===== config.mk =====
export PLATFORM = sky130hd
export DESIGN_NAME = decode_stage
export DESIGN_NICKNAME = d
export VERILOG_FILES = /design/src/logic/mips_isa_pkg.sv /design/src/logic/mips_pipe_pkg.sv /design/src/logic/decode_stage.sv /design/src/logic/id_ex_latch.sv /design/src/logic/operand_mux.sv /design/src/logic/reg_file.sv /design/src/logic/inst_decoder.sv
export SDC_FILE = /design/constraint.sdc
export NUM_CORES = 2
export LEC_CHECK = 0
export BUFFER_PORTS_ARGS = -buffer_cell sky130_fd_sc_hd__buf_2
export CAP_MARGIN = 20
export CORE_MARGIN = 3
export CORE_UTILIZATION = 30
export CTS_CLUSTER_SIZE = 14
export DETAILED_ROUTE_END_ITERATION = 8
export PLACE_DENSITY = 0.55
export SLEW_MARGIN = 20
export SYNTH_ARGS = -nofsm -noshare
export SYNTH_HDL_FRONTEND = slang
export SYNTH_SLANG_ARGS = --single-unit

===== constraint.sdc =====
create_clock -name clk -period 2.86 [get_ports clk]
set_input_delay 0.143 -clock clk [delete_from_list [all_inputs] [get_ports clk]]
set_output_delay 0.143 -clock clk [all_outputs]
set_load 0.02 [all_outputs]

===== src/logic/mips_isa_pkg.sv =====
package mips_isa_pkg;

    localparam int WORD_W     = 32;
    localparam int REG_ADDR_W = 5;
    localparam int NUM_REGS   = 32;
    localparam int OPCODE_W   = 6;
    localparam int FUNCT_W    = 6;
    localparam int SHAMT_W    = 5;
    localparam int IMM_W      = 16;

    typedef logic [WORD_W-1:0]     word_t;
    typedef logic [REG_ADDR_W-1:0] reg_addr_t;
    typedef logic [OPCODE_W-1:0]   opcode_t;
    typedef logic [FUNCT_W-1:0]    funct_t;

    // Primary opcodes, inst[31:26]
    localparam opcode_t OP_SPECIAL = 6'b000000;
    localparam opcode_t OP_ADDI    = 6'b001000;
    localparam opcode_t OP_ADDIU   = 6'b001001;
    localparam opcode_t OP_SLTI    = 6'b001010;
    localparam opcode_t OP_SLTIU   = 6'b001011;
    localparam opcode_t OP_ANDI    = 6'b001100;
    localparam opcode_t OP_ORI     = 6'b001101;
    localparam opcode_t OP_XORI    = 6'b001110;
    localparam opcode_t OP_LUI     = 6'b001111;
    localparam opcode_t OP_PREF    = 6'b110011;

    // SPECIAL funct codes, inst[5:0]
    localparam funct_t FN_SLL  = 6'b000000;
    localparam funct_t FN_SRL  = 6'b000010;
    localparam funct_t FN_SRA  = 6'b000011;
    localparam funct_t FN_SLLV = 6'b000100;
    localparam funct_t FN_SRLV = 6'b000110;
    localparam funct_t FN_SRAV = 6'b000111;
    localparam funct_t FN_MOVZ = 6'b001010;
    localparam funct_t FN_MOVN = 6'b001011;
    localparam funct_t FN_SYNC = 6'b001111;
    localparam funct_t FN_ADD  = 6'b100000;
    localparam funct_t FN_ADDU = 6'b100001;
    localparam funct_t FN_SUB  = 6'b100010;
    localparam funct_t FN_SUBU = 6'b100011;
    localparam funct_t FN_AND  = 6'b100100;
    localparam funct_t FN_OR   = 6'b100101;
    localparam funct_t FN_XOR  = 6'b100110;
    localparam funct_t FN_NOR  = 6'b100111;
    localparam funct_t FN_SLT  = 6'b101010;
    localparam funct_t FN_SLTU = 6'b101011;

endpackage

===== src/logic/mips_pipe_pkg.sv =====
package mips_pipe_pkg;

    // ALU operation codes seen by execute
    typedef enum logic [7:0] {
        ALU_NOP   = 8'b00000000,
        ALU_SRL   = 8'b00000010,
        ALU_SRA   = 8'b00000011,
        ALU_MOVZ  = 8'b00001010,
        ALU_MOVN  = 8'b00001011,
        ALU_ADD   = 8'b00100000,
        ALU_ADDU  = 8'b00100001,
        ALU_SUB   = 8'b00100010,
        ALU_SUBU  = 8'b00100011,
        ALU_AND   = 8'b00100100,
        ALU_OR    = 8'b00100101,
        ALU_XOR   = 8'b00100110,
        ALU_NOR   = 8'b00100111,
        ALU_SLT   = 8'b00101010,
        ALU_SLTU  = 8'b00101011,
        ALU_ADDI  = 8'b01010101,
        ALU_ADDIU = 8'b01010110,
        ALU_SLL   = 8'b01111100
    } alu_op_e;

    // Result class, picks the execute output mux leg
    typedef enum logic [2:0] {
        SEL_NOP   = 3'b000,
        SEL_LOGIC = 3'b001,
        SEL_SHIFT = 3'b010,
        SEL_MOVE  = 3'b011,
        SEL_ARITH = 3'b100
    } alu_sel_e;

    typedef enum logic [1:0] {
        MOVE_NONE       = 2'b00,
        MOVE_IF_ZERO    = 2'b01,
        MOVE_IF_NONZERO = 2'b10
    } move_cond_e;

    typedef struct packed {
        logic                    en;
        mips_isa_pkg::reg_addr_t addr;
    } reg_write_t;

    // Result coming back from execute, memory or writeback
    typedef struct packed {
        reg_write_t          wr;
        mips_isa_pkg::word_t data;
    } bypass_t;

    typedef struct packed {
        alu_op_e                 aluop;
        alu_sel_e                alusel;
        logic                    reg1_read;
        logic                    reg2_read;
        mips_isa_pkg::reg_addr_t reg1_addr;
        mips_isa_pkg::reg_addr_t reg2_addr;
        mips_isa_pkg::reg_addr_t wd;
        logic                    wreg;
        move_cond_e              move_cond;
        mips_isa_pkg::word_t     imm;
        logic                    inst_invalid;
    } dec_ctrl_t;

    typedef struct packed {
        alu_op_e                 aluop;
        alu_sel_e                alusel;
        mips_isa_pkg::word_t     reg1;
        mips_isa_pkg::word_t     reg2;
        mips_isa_pkg::reg_addr_t wd;
        logic                    wreg;
        logic                    inst_invalid;
    } id_ex_t;

endpackage


===== src/logic/decode_stage.sv =====
`timescale 1ns/100ps

module decode_stage (
    input  logic                   clk,
    input  logic                   reset_i,
    input  mips_isa_pkg::word_t    inst_i,
    input  mips_pipe_pkg::bypass_t wb_i,
    input  mips_pipe_pkg::bypass_t ex_fwd_i,
    input  mips_pipe_pkg::bypass_t mem_fwd_i,
    output mips_pipe_pkg::id_ex_t  id_ex_o
);
    import mips_isa_pkg::*;
    import mips_pipe_pkg::*;

    dec_ctrl_t ctrl;
    word_t     rf_data1;
    word_t     rf_data2;
    word_t     reg1;
    word_t     reg2;

    inst_decoder u_decoder (
        .inst_i (inst_i),
        .ctrl_o (ctrl)
    );

    reg_file u_reg_file (
        .clk      (clk),
        .reset_i  (reset_i),
        .wb_i     (wb_i),
        .raddr1_i (ctrl.reg1_addr),
        .raddr2_i (ctrl.reg2_addr),
        .rdata1_o (rf_data1),
        .rdata2_o (rf_data2)
    );

    // rs side
    operand_mux u_opnd1 (
        .read_en_i (ctrl.reg1_read),
        .addr_i    (ctrl.reg1_addr),
        .rf_data_i (rf_data1),
        .imm_i     (ctrl.imm),
        .ex_fwd_i  (ex_fwd_i),
        .mem_fwd_i (mem_fwd_i),
        .operand_o (reg1)
    );

    // rt side
    operand_mux u_opnd2 (
        .read_en_i (ctrl.reg2_read),
        .addr_i    (ctrl.reg2_addr),
        .rf_data_i (rf_data2),
        .imm_i     (ctrl.imm),
        .ex_fwd_i  (ex_fwd_i),
        .mem_fwd_i (mem_fwd_i),
        .operand_o (reg2)
    );

    id_ex_latch u_id_ex (
        .clk     (clk),
        .reset_i (reset_i),
        .ctrl_i  (ctrl),
        .reg1_i  (reg1),
        .reg2_i  (reg2),
        .id_ex_o (id_ex_o)
    );

endmodule


===== src/logic/id_ex_latch.sv =====
`timescale 1ns/100ps

module id_ex_latch (
    input  logic                     clk,
    input  logic                     reset_i,
    input  mips_pipe_pkg::dec_ctrl_t ctrl_i,
    input  mips_isa_pkg::word_t      reg1_i,
    input  mips_isa_pkg::word_t      reg2_i,
    output mips_pipe_pkg::id_ex_t    id_ex_o
);
    import mips_pipe_pkg::*;

    logic wreg_d;

    // MOVZ/MOVN resolved on the forwarded rt value
    always_comb begin
        case (ctrl_i.move_cond)
            MOVE_IF_ZERO:    wreg_d = ctrl_i.wreg && (reg2_i == '0);
            MOVE_IF_NONZERO: wreg_d = ctrl_i.wreg && (reg2_i != '0);
            default:         wreg_d = ctrl_i.wreg;
        endcase
    end

    always_ff @(posedge clk) begin
        if (reset_i) begin
            id_ex_o.aluop        <= ALU_NOP;
            id_ex_o.alusel       <= SEL_NOP;
            id_ex_o.reg1         <= '0;
            id_ex_o.reg2         <= '0;
            id_ex_o.wd           <= '0;
            id_ex_o.wreg         <= 1'b0;
            id_ex_o.inst_invalid <= 1'b0;
        end else begin
            id_ex_o.aluop        <= ctrl_i.aluop;
            id_ex_o.alusel       <= ctrl_i.alusel;
            id_ex_o.reg1         <= reg1_i;
            id_ex_o.reg2         <= reg2_i;
            id_ex_o.wd           <= ctrl_i.wd;
            id_ex_o.wreg         <= wreg_d;
            id_ex_o.inst_invalid <= ctrl_i.inst_invalid;
        end
    end

    a_no_write_after_reset: assert property (@(posedge clk) reset_i |=> !id_ex_o.wreg)
        else $error("id_ex_latch: write enable set on the edge after reset");

endmodule


===== src/logic/operand_mux.sv =====
`timescale 1ns/100ps

module operand_mux (
    input  logic                    read_en_i,
    input  mips_isa_pkg::reg_addr_t addr_i,
    input  mips_isa_pkg::word_t     rf_data_i,
    input  mips_isa_pkg::word_t     imm_i,
    input  mips_pipe_pkg::bypass_t  ex_fwd_i,
    input  mips_pipe_pkg::bypass_t  mem_fwd_i,
    output mips_isa_pkg::word_t     operand_o
);

    logic ex_hit;
    logic mem_hit;

    // No r0 exclusion here, a match on address 0 still forwards
    assign ex_hit  = read_en_i && ex_fwd_i.wr.en && (ex_fwd_i.wr.addr == addr_i);
    assign mem_hit = read_en_i && mem_fwd_i.wr.en && (mem_fwd_i.wr.addr == addr_i);

    always_comb begin
        if (ex_hit) begin
            operand_o = ex_fwd_i.data;   // Youngest result first
        end else if (mem_hit) begin
            operand_o = mem_fwd_i.data;
        end else if (read_en_i) begin
            operand_o = rf_data_i;
        end else begin
            operand_o = imm_i;
        end
    end

endmodule


===== src/logic/reg_file.sv =====
`timescale 1ns/100ps

module reg_file (
    input  logic                      clk,
    input  logic                      reset_i,
    input  mips_pipe_pkg::bypass_t    wb_i,
    input  mips_isa_pkg::reg_addr_t   raddr1_i,
    input  mips_isa_pkg::reg_addr_t   raddr2_i,
    output mips_isa_pkg::word_t       rdata1_o,
    output mips_isa_pkg::word_t       rdata2_o
);
    import mips_isa_pkg::*;

    word_t regs [NUM_REGS];

    // r0 is hardwired, then same-cycle writeback, then the array
    function automatic word_t read_port(reg_addr_t addr);
        if (addr == '0) begin
            return '0;
        end
        if (wb_i.wr.en && (wb_i.wr.addr == addr)) begin
            return wb_i.data;
        end
        return regs[addr];
    endfunction

    always_ff @(posedge clk) begin
        if (reset_i) begin
            for (int i = 0; i < NUM_REGS; i++) begin
                regs[i] <= '0;
            end
        end else if (wb_i.wr.en && (wb_i.wr.addr != '0)) begin
            regs[wb_i.wr.addr] <= wb_i.data;
        end
    end

    always_comb begin
        rdata1_o = read_port(raddr1_i);
        rdata2_o = read_port(raddr2_i);
    end

    // Also covers a writeback aimed at r0 in the same cycle
    a_r0_zero: assert property (@(posedge clk)
        ((raddr1_i == '0) |-> (rdata1_o == '0)) and ((raddr2_i == '0) |-> (rdata2_o == '0)))
        else $error("reg_file: r0 read back nonzero");

endmodule


===== src/logic/inst_decoder.sv =====
`timescale 1ns/100ps

module inst_decoder (
    input  mips_isa_pkg::word_t      inst_i,
    output mips_pipe_pkg::dec_ctrl_t ctrl_o
);
    import mips_isa_pkg::*;
    import mips_pipe_pkg::*;

    opcode_t            opcode;
    reg_addr_t          rs;
    reg_addr_t          rt;
    reg_addr_t          rd;
    logic [SHAMT_W-1:0] sa;
    funct_t             funct;

    word_t imm_zext;
    word_t imm_sext;
    word_t imm_upper;
    word_t imm_shamt;
    word_t ri_imm;

    alu_op_e rr_aluop;   // Register-register op from funct
    alu_op_e ri_aluop;   // Immediate op from opcode
    alu_op_e sh_aluop;   // Shift by sa

    logic special_ok;
    logic rr_valid;
    logic ri_valid;
    logic shift_imm;
    logic nop_valid;

    function automatic alu_sel_e sel_of(alu_op_e op);
        case (op)
            ALU_OR, ALU_AND, ALU_XOR, ALU_NOR: return SEL_LOGIC;
            ALU_SLL, ALU_SRL, ALU_SRA:         return SEL_SHIFT;
            ALU_MOVZ, ALU_MOVN:                return SEL_MOVE;
            ALU_NOP:                           return SEL_NOP;
            default:                           return SEL_ARITH;
        endcase
    endfunction

    assign opcode = inst_i[31:26];
    assign rs     = inst_i[25:21];
    assign rt     = inst_i[20:16];
    assign rd     = inst_i[15:11];
    assign sa     = inst_i[10:6];
    assign funct  = inst_i[5:0];

    assign imm_zext  = {{IMM_W{1'b0}}, inst_i[IMM_W-1:0]};
    assign imm_sext  = {{IMM_W{inst_i[IMM_W-1]}}, inst_i[IMM_W-1:0]};
    assign imm_upper = {inst_i[IMM_W-1:0], {IMM_W{1'b0}}};
    assign imm_shamt = {{(WORD_W-SHAMT_W){1'b0}}, sa};

    always_comb begin
        case (funct)
            FN_OR:   rr_aluop = ALU_OR;
            FN_AND:  rr_aluop = ALU_AND;
            FN_XOR:  rr_aluop = ALU_XOR;
            FN_NOR:  rr_aluop = ALU_NOR;
            FN_SLLV: rr_aluop = ALU_SLL;
            FN_SRLV: rr_aluop = ALU_SRL;
            FN_SRAV: rr_aluop = ALU_SRA;
            FN_MOVZ: rr_aluop = ALU_MOVZ;
            FN_MOVN: rr_aluop = ALU_MOVN;
            FN_ADD:  rr_aluop = ALU_ADD;
            FN_ADDU: rr_aluop = ALU_ADDU;
            FN_SUB:  rr_aluop = ALU_SUB;
            FN_SUBU: rr_aluop = ALU_SUBU;
            FN_SLT:  rr_aluop = ALU_SLT;
            FN_SLTU: rr_aluop = ALU_SLTU;
            default: rr_aluop = ALU_NOP;   // SYNC, MULT and friends
        endcase
    end

    always_comb begin
        case (opcode)
            OP_ORI, OP_LUI: ri_aluop = ALU_OR;
            OP_ANDI:        ri_aluop = ALU_AND;
            OP_XORI:        ri_aluop = ALU_XOR;
            OP_ADDI:        ri_aluop = ALU_ADDI;
            OP_ADDIU:       ri_aluop = ALU_ADDIU;
            OP_SLTI:        ri_aluop = ALU_SLT;
            OP_SLTIU:       ri_aluop = ALU_SLTU;
            default:        ri_aluop = ALU_NOP;
        endcase
    end

    always_comb begin
        case (funct)
            FN_SLL:  sh_aluop = ALU_SLL;
            FN_SRL:  sh_aluop = ALU_SRL;
            FN_SRA:  sh_aluop = ALU_SRA;
            default: sh_aluop = ALU_NOP;
        endcase
    end

    // LUI puts the half-word on top, logic ops zero-extend, arithmetic sign-extends
    assign ri_imm = (opcode == OP_LUI)             ? imm_upper :
                    (sel_of(ri_aluop) == SEL_LOGIC) ? imm_zext  : imm_sext;

    assign special_ok = (opcode == OP_SPECIAL) && (sa == '0);
    assign rr_valid   = special_ok && (rr_aluop != ALU_NOP);
    assign ri_valid   = (ri_aluop != ALU_NOP);
    assign shift_imm  = (inst_i[31:21] == '0) && (sh_aluop != ALU_NOP);
    assign nop_valid  = (special_ok && (funct == FN_SYNC)) || (opcode == OP_PREF);

    always_comb begin
        ctrl_o.aluop        = ALU_NOP;
        ctrl_o.alusel       = SEL_NOP;
        ctrl_o.reg1_read    = 1'b0;
        ctrl_o.reg2_read    = 1'b0;
        ctrl_o.reg1_addr    = rs;
        ctrl_o.reg2_addr    = rt;
        ctrl_o.wd           = rd;
        ctrl_o.wreg         = 1'b0;
        ctrl_o.move_cond    = MOVE_NONE;
        ctrl_o.imm          = '0;
        ctrl_o.inst_invalid = 1'b1;

        if (shift_imm) begin
            // sa goes out on operand 1 through the immediate
            ctrl_o.aluop        = sh_aluop;
            ctrl_o.reg2_read    = 1'b1;
            ctrl_o.wreg         = 1'b1;
            ctrl_o.imm          = imm_shamt;
            ctrl_o.inst_invalid = 1'b0;
        end else if (rr_valid) begin
            ctrl_o.aluop        = rr_aluop;
            ctrl_o.reg1_read    = 1'b1;
            ctrl_o.reg2_read    = 1'b1;
            ctrl_o.wreg         = 1'b1;
            ctrl_o.inst_invalid = 1'b0;
            if (rr_aluop == ALU_MOVZ) begin
                ctrl_o.move_cond = MOVE_IF_ZERO;
            end else if (rr_aluop == ALU_MOVN) begin
                ctrl_o.move_cond = MOVE_IF_NONZERO;
            end
        end else if (ri_valid) begin
            ctrl_o.aluop        = ri_aluop;
            ctrl_o.reg1_read    = 1'b1;
            ctrl_o.wd           = rt;
            ctrl_o.wreg         = 1'b1;
            ctrl_o.imm          = ri_imm;
            ctrl_o.inst_invalid = 1'b0;
        end else if (nop_valid) begin
            ctrl_o.inst_invalid = 1'b0;   // SYNC, PREF
        end

        ctrl_o.alusel = sel_of(ctrl_o.aluop);
    end

endmodule


# Word-level counts from Yosys, hierarchy flattened
# Memories as Yosys holds them, arrays and structs flattened.
# Index checks and enable logic that the tools add are counted.
[totals]
romBits = 560
register_bits = 82
ramBits = 1024
output_inout_bits = 82
memories = 3
[classes]
reduce_logical = 41
muxes = 58
eq_ne = 34
[memory_table]
columns = ["memory", "depth", "width", "read_ports", "rd_clocked_by_memory_dff", "write_ports", "line_no", "rtl"]
rows = [
  ["u_reg_file.regs", 32, 32, 2, 0, 32, "reg_file.sv:14", "word_t regs [NUM_REGS];"],
  ["(name not given)", 64, 7, 1, 0, 0, "inst_decoder.sv:56", "case (funct)"],
  ["(name not given)", 16, 7, 1, 0, 0, "inst_decoder.sv:77", "case (opcode)"],
]
[ops]
columns = ["op", "n"]
rows = [
  ["$mux W32", 19],
  ["$eq A8 B6 Y1 const B", 8],
  ["$eq A8 B4 Y1 const B", 6],
  ["$mux W33", 1],
  ["$eq A8 B2 Y1 const B", 4],
  ["$logic_not A32 Y1", 1],
  ["$mux W8", 4],
  ["$reduce_bool A32 Y1", 1],
  ["$reduce_or A32 Y1", 1],
  ["$eq A5 B5 Y1", 6],
  ["$pmux W3 S4", 2],
  ["$reduce_bool A8 Y1", 3],
  ["$mux W1", 22],
  ["$pmux W7 S3", 1],
  ["$logic_and A1 B1 Y1", 17],
  ["$eq A8 B7 Y1 const B", 2],
  ["$logic_not A8 Y1", 2],
  ["$logic_not A5 Y1", 3],
  ["$mux W5", 3],
  ["$eq A6 B2 Y1 const B", 2],
  ["$eq A6 B4 Y1 const B", 2],
  ["$logic_not A6 Y1", 2],
  ["$reduce_or A4 Y1", 3],
  ["$logic_not A11 Y1", 1],
  ["12 further kinds", 17],
]

# Longest topological paths before layout
[depth]
depth_word = 17
mapped_depth = 17
mapped_depth_nobuf = 13

# Cells and area by module
# From an unflattened synthesis, not the netlist that was laid out.
[hier_totals]
hier_cells = 4598
area_unflattened_um2 = 62314.8
[by_module_without_submodules]
columns = ["module", "cells_per_inst", "seq_area_each_um2", "area_per_inst_um2", "n_inst"]
rows = [
  ["reg_file", 3843, 30749.5, 55386.9, 1],
  ["operand_mux", 206, 0.0, 1830.5, 2],
  ["id_ex_latch", 188, 1641.6, 2299.7, 1],
  ["inst_decoder", 155, 0.0, 967.2, 1],
]

# Worst setup path before layout
# No wires, ideal clock.
[synth_timing]
path_type = "input to register"
from = "in inst_i[17]"
to = "reg, netlist name u_id_ex.id_ex_o[1]"
setup_ps = 120
cell_stages = 14
path_slack_ps = -112
arrival_ps = 2852
required_time_ps = 2740
n_path_buf = 5
cell_sequence = "buf_4 buf_2 buf_2 buf_4 clkbuf_1 mux4_2 a22oi_1 o211ai_1 nand3_1 nand3_1 nor4_2 nand4_1 o21a_1 o31a_1"
[synth_via]
elab_chain_len = 12
word_cells_on_any_way = 22
classes_between = "3 x eq/ne; 10 x mux; 8 x reduce/logical; 1 x memory"
[synth_rtl]
columns = ["item", "line_no", "rtl"]
rows = [
  ["from (decl)", "decode_stage.sv:6", "input mips_isa_pkg::word_t inst_i,"],
  ["parallel branches: the longest is 8 deep, another holds $mem_v2 Z32 W32", "-", ""],
  ["$mux W32 *", "operand_mux.sv:21", "if (ex_hit) begin"],
  ["$reduce_bool A32 Y1 or $logic_not A32 Y1 (tied branches)", "id_ex_latch.sv:19, id_ex_latch.sv:18", ""],
  ["$logic_and A1 B1 Y1, on equally long branches", "id_ex_latch.sv:19, id_ex_latch.sv:18", ""],
  ["$pmux W1 S2 *", "id_ex_latch.sv:17", "case (ctrl_i.move_cond)"],
]
# Mark *: on every way between the ends. The select of a mux whose other input is x is not followed.
# A chain may end at the register's enable or synchronous reset.

==> run summary <==
The distinct cell type count after synthesis came out at 89. On the final layout, the worst hold slack is 0.0366 ns. The maximum clock rate came out at 279 MHz. The initial antenna violation count came out at 20. After technology mapping, the gate count stands at 4637. The share of total power dissipated in sequential elements is 46.0%.

At the placement stage, the worst setup path has a slack of -1.26 ns. edfxtp_1 takes more of the synthesized area than any other cell. The cell-internal power is 30.0 mW. The first TritonRoute pass finished after 6 iterations.

The number of clock buffers inserted by TritonCTS came out at 120. Ranked by total cell area, the synthesized netlist is headed by edfxtp_1, mux4_2, and2_1. The number of rows in the core area is 164. The final-layout fill cell count is 19.1k.

The number of buffer cells added on primary ports came out at 228. The number of enable-type register cells in the synthesized netlist came out at 1024. The area share of the leading cell type in the synthesized netlist came out at 50.9%. The final reports fail on setup timing. The first-pass GRT wire length is 381 mm. The share of power burned in combinational logic is 15.2%. The worst setup path is of the reg2reg kind. After synthesis, the mean cell area works out to 13.0 µm². The share of synthesized registers carrying an async set or reset is 0%. The total overflow reported by the global router came out at 0. The area of the die came out at 0.207 mm². The level count of the clock H-tree is 3. The floorplan die width is 455 µm. Clock tree synthesis selected as its root buffer the cell clkbuf_16. The final layout contains 5500 nets. The worst setup path is captured at a flop. TritonCTS built the clock tree. The area of all placed cells without fillers came out at 0.0749 mm².

The clock reaches the later pin of the worst-skew pair after 0.81 ns. The number of cells in the design after placement is 7812. The buffer depth of the longest clock path came out at 3.

The clock network fraction of total power came out at 38.8%. The half-perimeter wire length after placement is 192 mm. The number of hold violations in the final report is 0. The final instance count without filler cells is 8123. The instance area after placement is 0.0701 mm². The number of global-route vias before repair is 45.8k. After the first detailed-routing iteration, the DRC count stood at 6390.

The area growth from synthesis to layout is 24.0%. The clock net sink count is 1104. Global routing used 26.7% of the available tracks. The detailed-route wire length is 282 mm. The post-route netlist has 31.4% of its cells at a drive strength greater than 1. The final cell utilization of the core came out at 37.4%. The maximum VDD drop came out at 0.639 mV. Across all setup checks in the final design, the least slack found is -0.722 ns. The static leakage came out at 27.4 nW. The routability congestion estimate came out at 0.990. The area of the mapped netlist is 0.0604 mm².

For this block, the via count after detailed routing is 46.5k. The worst-path maximum fanout came out at 2. Setup repair after global routing could not meet its margin everywhere. The power spent charging and discharging nets is 11.2 mW. The switching portion of total power is 27.1%. The DRC violation count after routing came out at 0. Across the run, the number of max-cap violations was 0. The sequential-to-total area share from yosys stat came out at 53.6%. The number of warning messages in the yosys log came out at 0. The count of nets left with antenna violations after detail routing is 0. The number of synthesized register bits is 1104.

Once the floorplan was initialized, standard cells occupied 30.2% of the core. The count of final max-slew check failures is 0. The placeable core region came out at 0.200 mm². The run finished, with violations left. During I/O placement, the number of pins put on the boundary was 230.

The transition time of the tightest slew-check pin came out at 1.08 ns. The share of the clock period used by the worst path is 125%. The clock transition at the register clock pins on the worst setup and hold paths after CTS came out at 0.07 ns.

The vertical extent of the die came out at 455 µm. The worst setup path is launched from a flop. The routed via count divided by cell count came out at 5.72. For this run, the leading register cell type out of synthesis is edfxtp_1. The time the final worst path needs with I/O delays and setup came out at 3.58 ns.

The routed length per placed instance came out at 34.7 µm. The total setup violations reported at the end of the flow came out at 1. The power density of the placed cells came out at 549 mW/mm². Entering global routing, the biggest net connects 53 pins. STA puts the critical path data arrival time at 4.25 ns.

The required arrival time at the worst endpoint came out at 3.53 ns. The final setup skew came out at 0.0553 ns. The max-slew headroom at the worst pin is 27.7%.

The worst hold-check path type is in2reg.
==> flip-flops by register name (all words and copies together) (netlist names) <==
register and cells:
u_reg_file.regs 1024, u_id_ex.id_ex_o 80
==> layout by cell type, fill, tap and decap left out, drive strengths merged, types with 33 or more instances in the layout <==
cell type    count
mux4           365
o21ai          182
or2             38
clkbuf         150
conb            33
dlygate4sd3     69
clkinv          56
nand4           33
dfxtp           80
edfxtp        1024
mux2i          260
a21oi          161
a221oi          70
and2           998
a211oi          34
a31oi           34
buf            950
a22oi           87
mux2            80
nand2          177
o22ai           39
nor3            43
nor2           182
==> final cells by class <==
class,instances,area (µm²),share of cell area (%)
inverter,16,60.1,0.0802
clock buffer,149,3250,4.34
antenna,12,30.0,0.0401
tap,2656,3320,4.44
timing repair buffer,1020,8770,11.7
clock inverter,79,716,0.955
sequential,1104,32400,43.2
multi-input combinational,3087,26400,35.3
==> synthesized netlist by cell type (7+ instances only) <==
| cell type | instances |
|---|---|
| a22oi_1 | 85 |
| nor2b_1 | 32 |
| buf_1 | 16 |
| o211ai_1 | 16 |
| nor2_1 | 181 |
| or3_1 | 11 |
| mux2i_1 | 260 |
| edfxtp_1 | 1024 |
| xnor2_1 | 14 |
| o221ai_1 | 14 |
| mux2_2 | 80 |
| buf_6 | 23 |
| or2_2 | 36 |
| and2_1 | 997 |
| nor4_1 | 9 |
| o21ai_0 | 169 |
| o2111ai_1 | 27 |
| nor3_1 | 43 |
| inv_1 | 14 |
| o21ai_1 | 12 |
| buf_2 | 74 |
| dfxtp_1 | 80 |
| o22ai_1 | 39 |
| nand4_1 | 32 |
| xor2_1 | 17 |
| o21a_1 | 7 |
| buf_4 | 18 |
| o22a_1 | 9 |
| and3_1 | 7 |
| clkbuf_1 | 327 |
| mux4_2 | 365 |
| a31oi_1 | 34 |
| nand2_1 | 177 |
| nand3_1 | 31 |
| a211oi_1 | 31 |
| a221oi_1 | 70 |
| a21oi_1 | 158 |
==> layer usage <==
metal	routed length [µm]	part of all wire, %	GRT usage (%)
met1	105000	37	33.2
met2	124000	44	40.2
met3	26000	9.2	5.34
met4	26900	9.6	21.9
met5	52	0.018	0
==> power groups by stage <==
| stage | logic [mW] | registers (mW) | clock network (mW) |
|---|---|---|---|
| finish | 6.25 | 18.9 | 15.9 |
| floorplan | 2.94 | 19.1 | 0 |
| global route | 6.40 | 19.0 | 16.7 |
| detailed placement | 6.01 | 19.2 | 0 |
| CTS | 6.11 | 18.9 | 16.1 |
| global placement | 5.99 | 19.2 | 0 |
==> final timing paths <==
| path | from | endpoint | slack [ns] | depth (start not counted) |
|---|---|---|---|---|
| setup / recovery | u_reg_file.regs[17][5] | u_id_ex.id_ex_o[1] | -0.72 | 13 |
| hold / removal | wb_i[10] | u_reg_file.regs[30][10] | 0.04 | 3 |
| setup reg to reg | u_reg_file.regs[17][5] | u_id_ex.id_ex_o[1] | -0.72 | 13 |
| hold reg to reg | u_reg_file.regs[8][22] | u_id_ex.id_ex_o[61] | 1.19 | 8 |
==> critical path: stages (launching register included) <==
cell	delay [ns]
edfxtp_1	0.40
mux4_2	0.46
mux2_4	0.29
a221oi_2	0.24
buf_4	0.18
a31oi_2	0.04
nor4_2	0.20
o41ai_2	0.11
nor4bb_2	0.35
buf_4	0.17
and4_4	0.26
nand4_1	0.27
o21a_1	0.29
o31a_1	0.23
==> per-stage QoR <==
stage / TNS [ns] / power (mW)
after floorplan: 0 / 22.0
after global placement: -32.55 / 25.2
after detailed placement: -34.90 / 25.3
after CTS: -0.797 / 41.1
after global routing: -0.851 / 42.1
final: -0.722 / 41.1
==> logic make-up after synthesis <==
logic type	Yosys count	share of synthesized area, %
buffers and inverters	478	3.59
AO/OA/AOI/OAI	719	7.82
other	1	0.00621
adder cells (fa/ha/maj)	3	0.0621
multiplexers	705	19.4
flip-flops	1104	53.6
XOR/XNOR	31	0.449
AND/OR/NAND/NOR	1596	15.1
==> what timing repair did <==
item                                    CTS  global route
setup buffers                             2             0
endpoints found under the hold margin    87             0
endpoints found under the setup margin    2            32
pin swaps                                 5             6
resized for setup                         5             7
hold buffers                             69             0
Note: power is estimated with default switching activity, not from simulation.
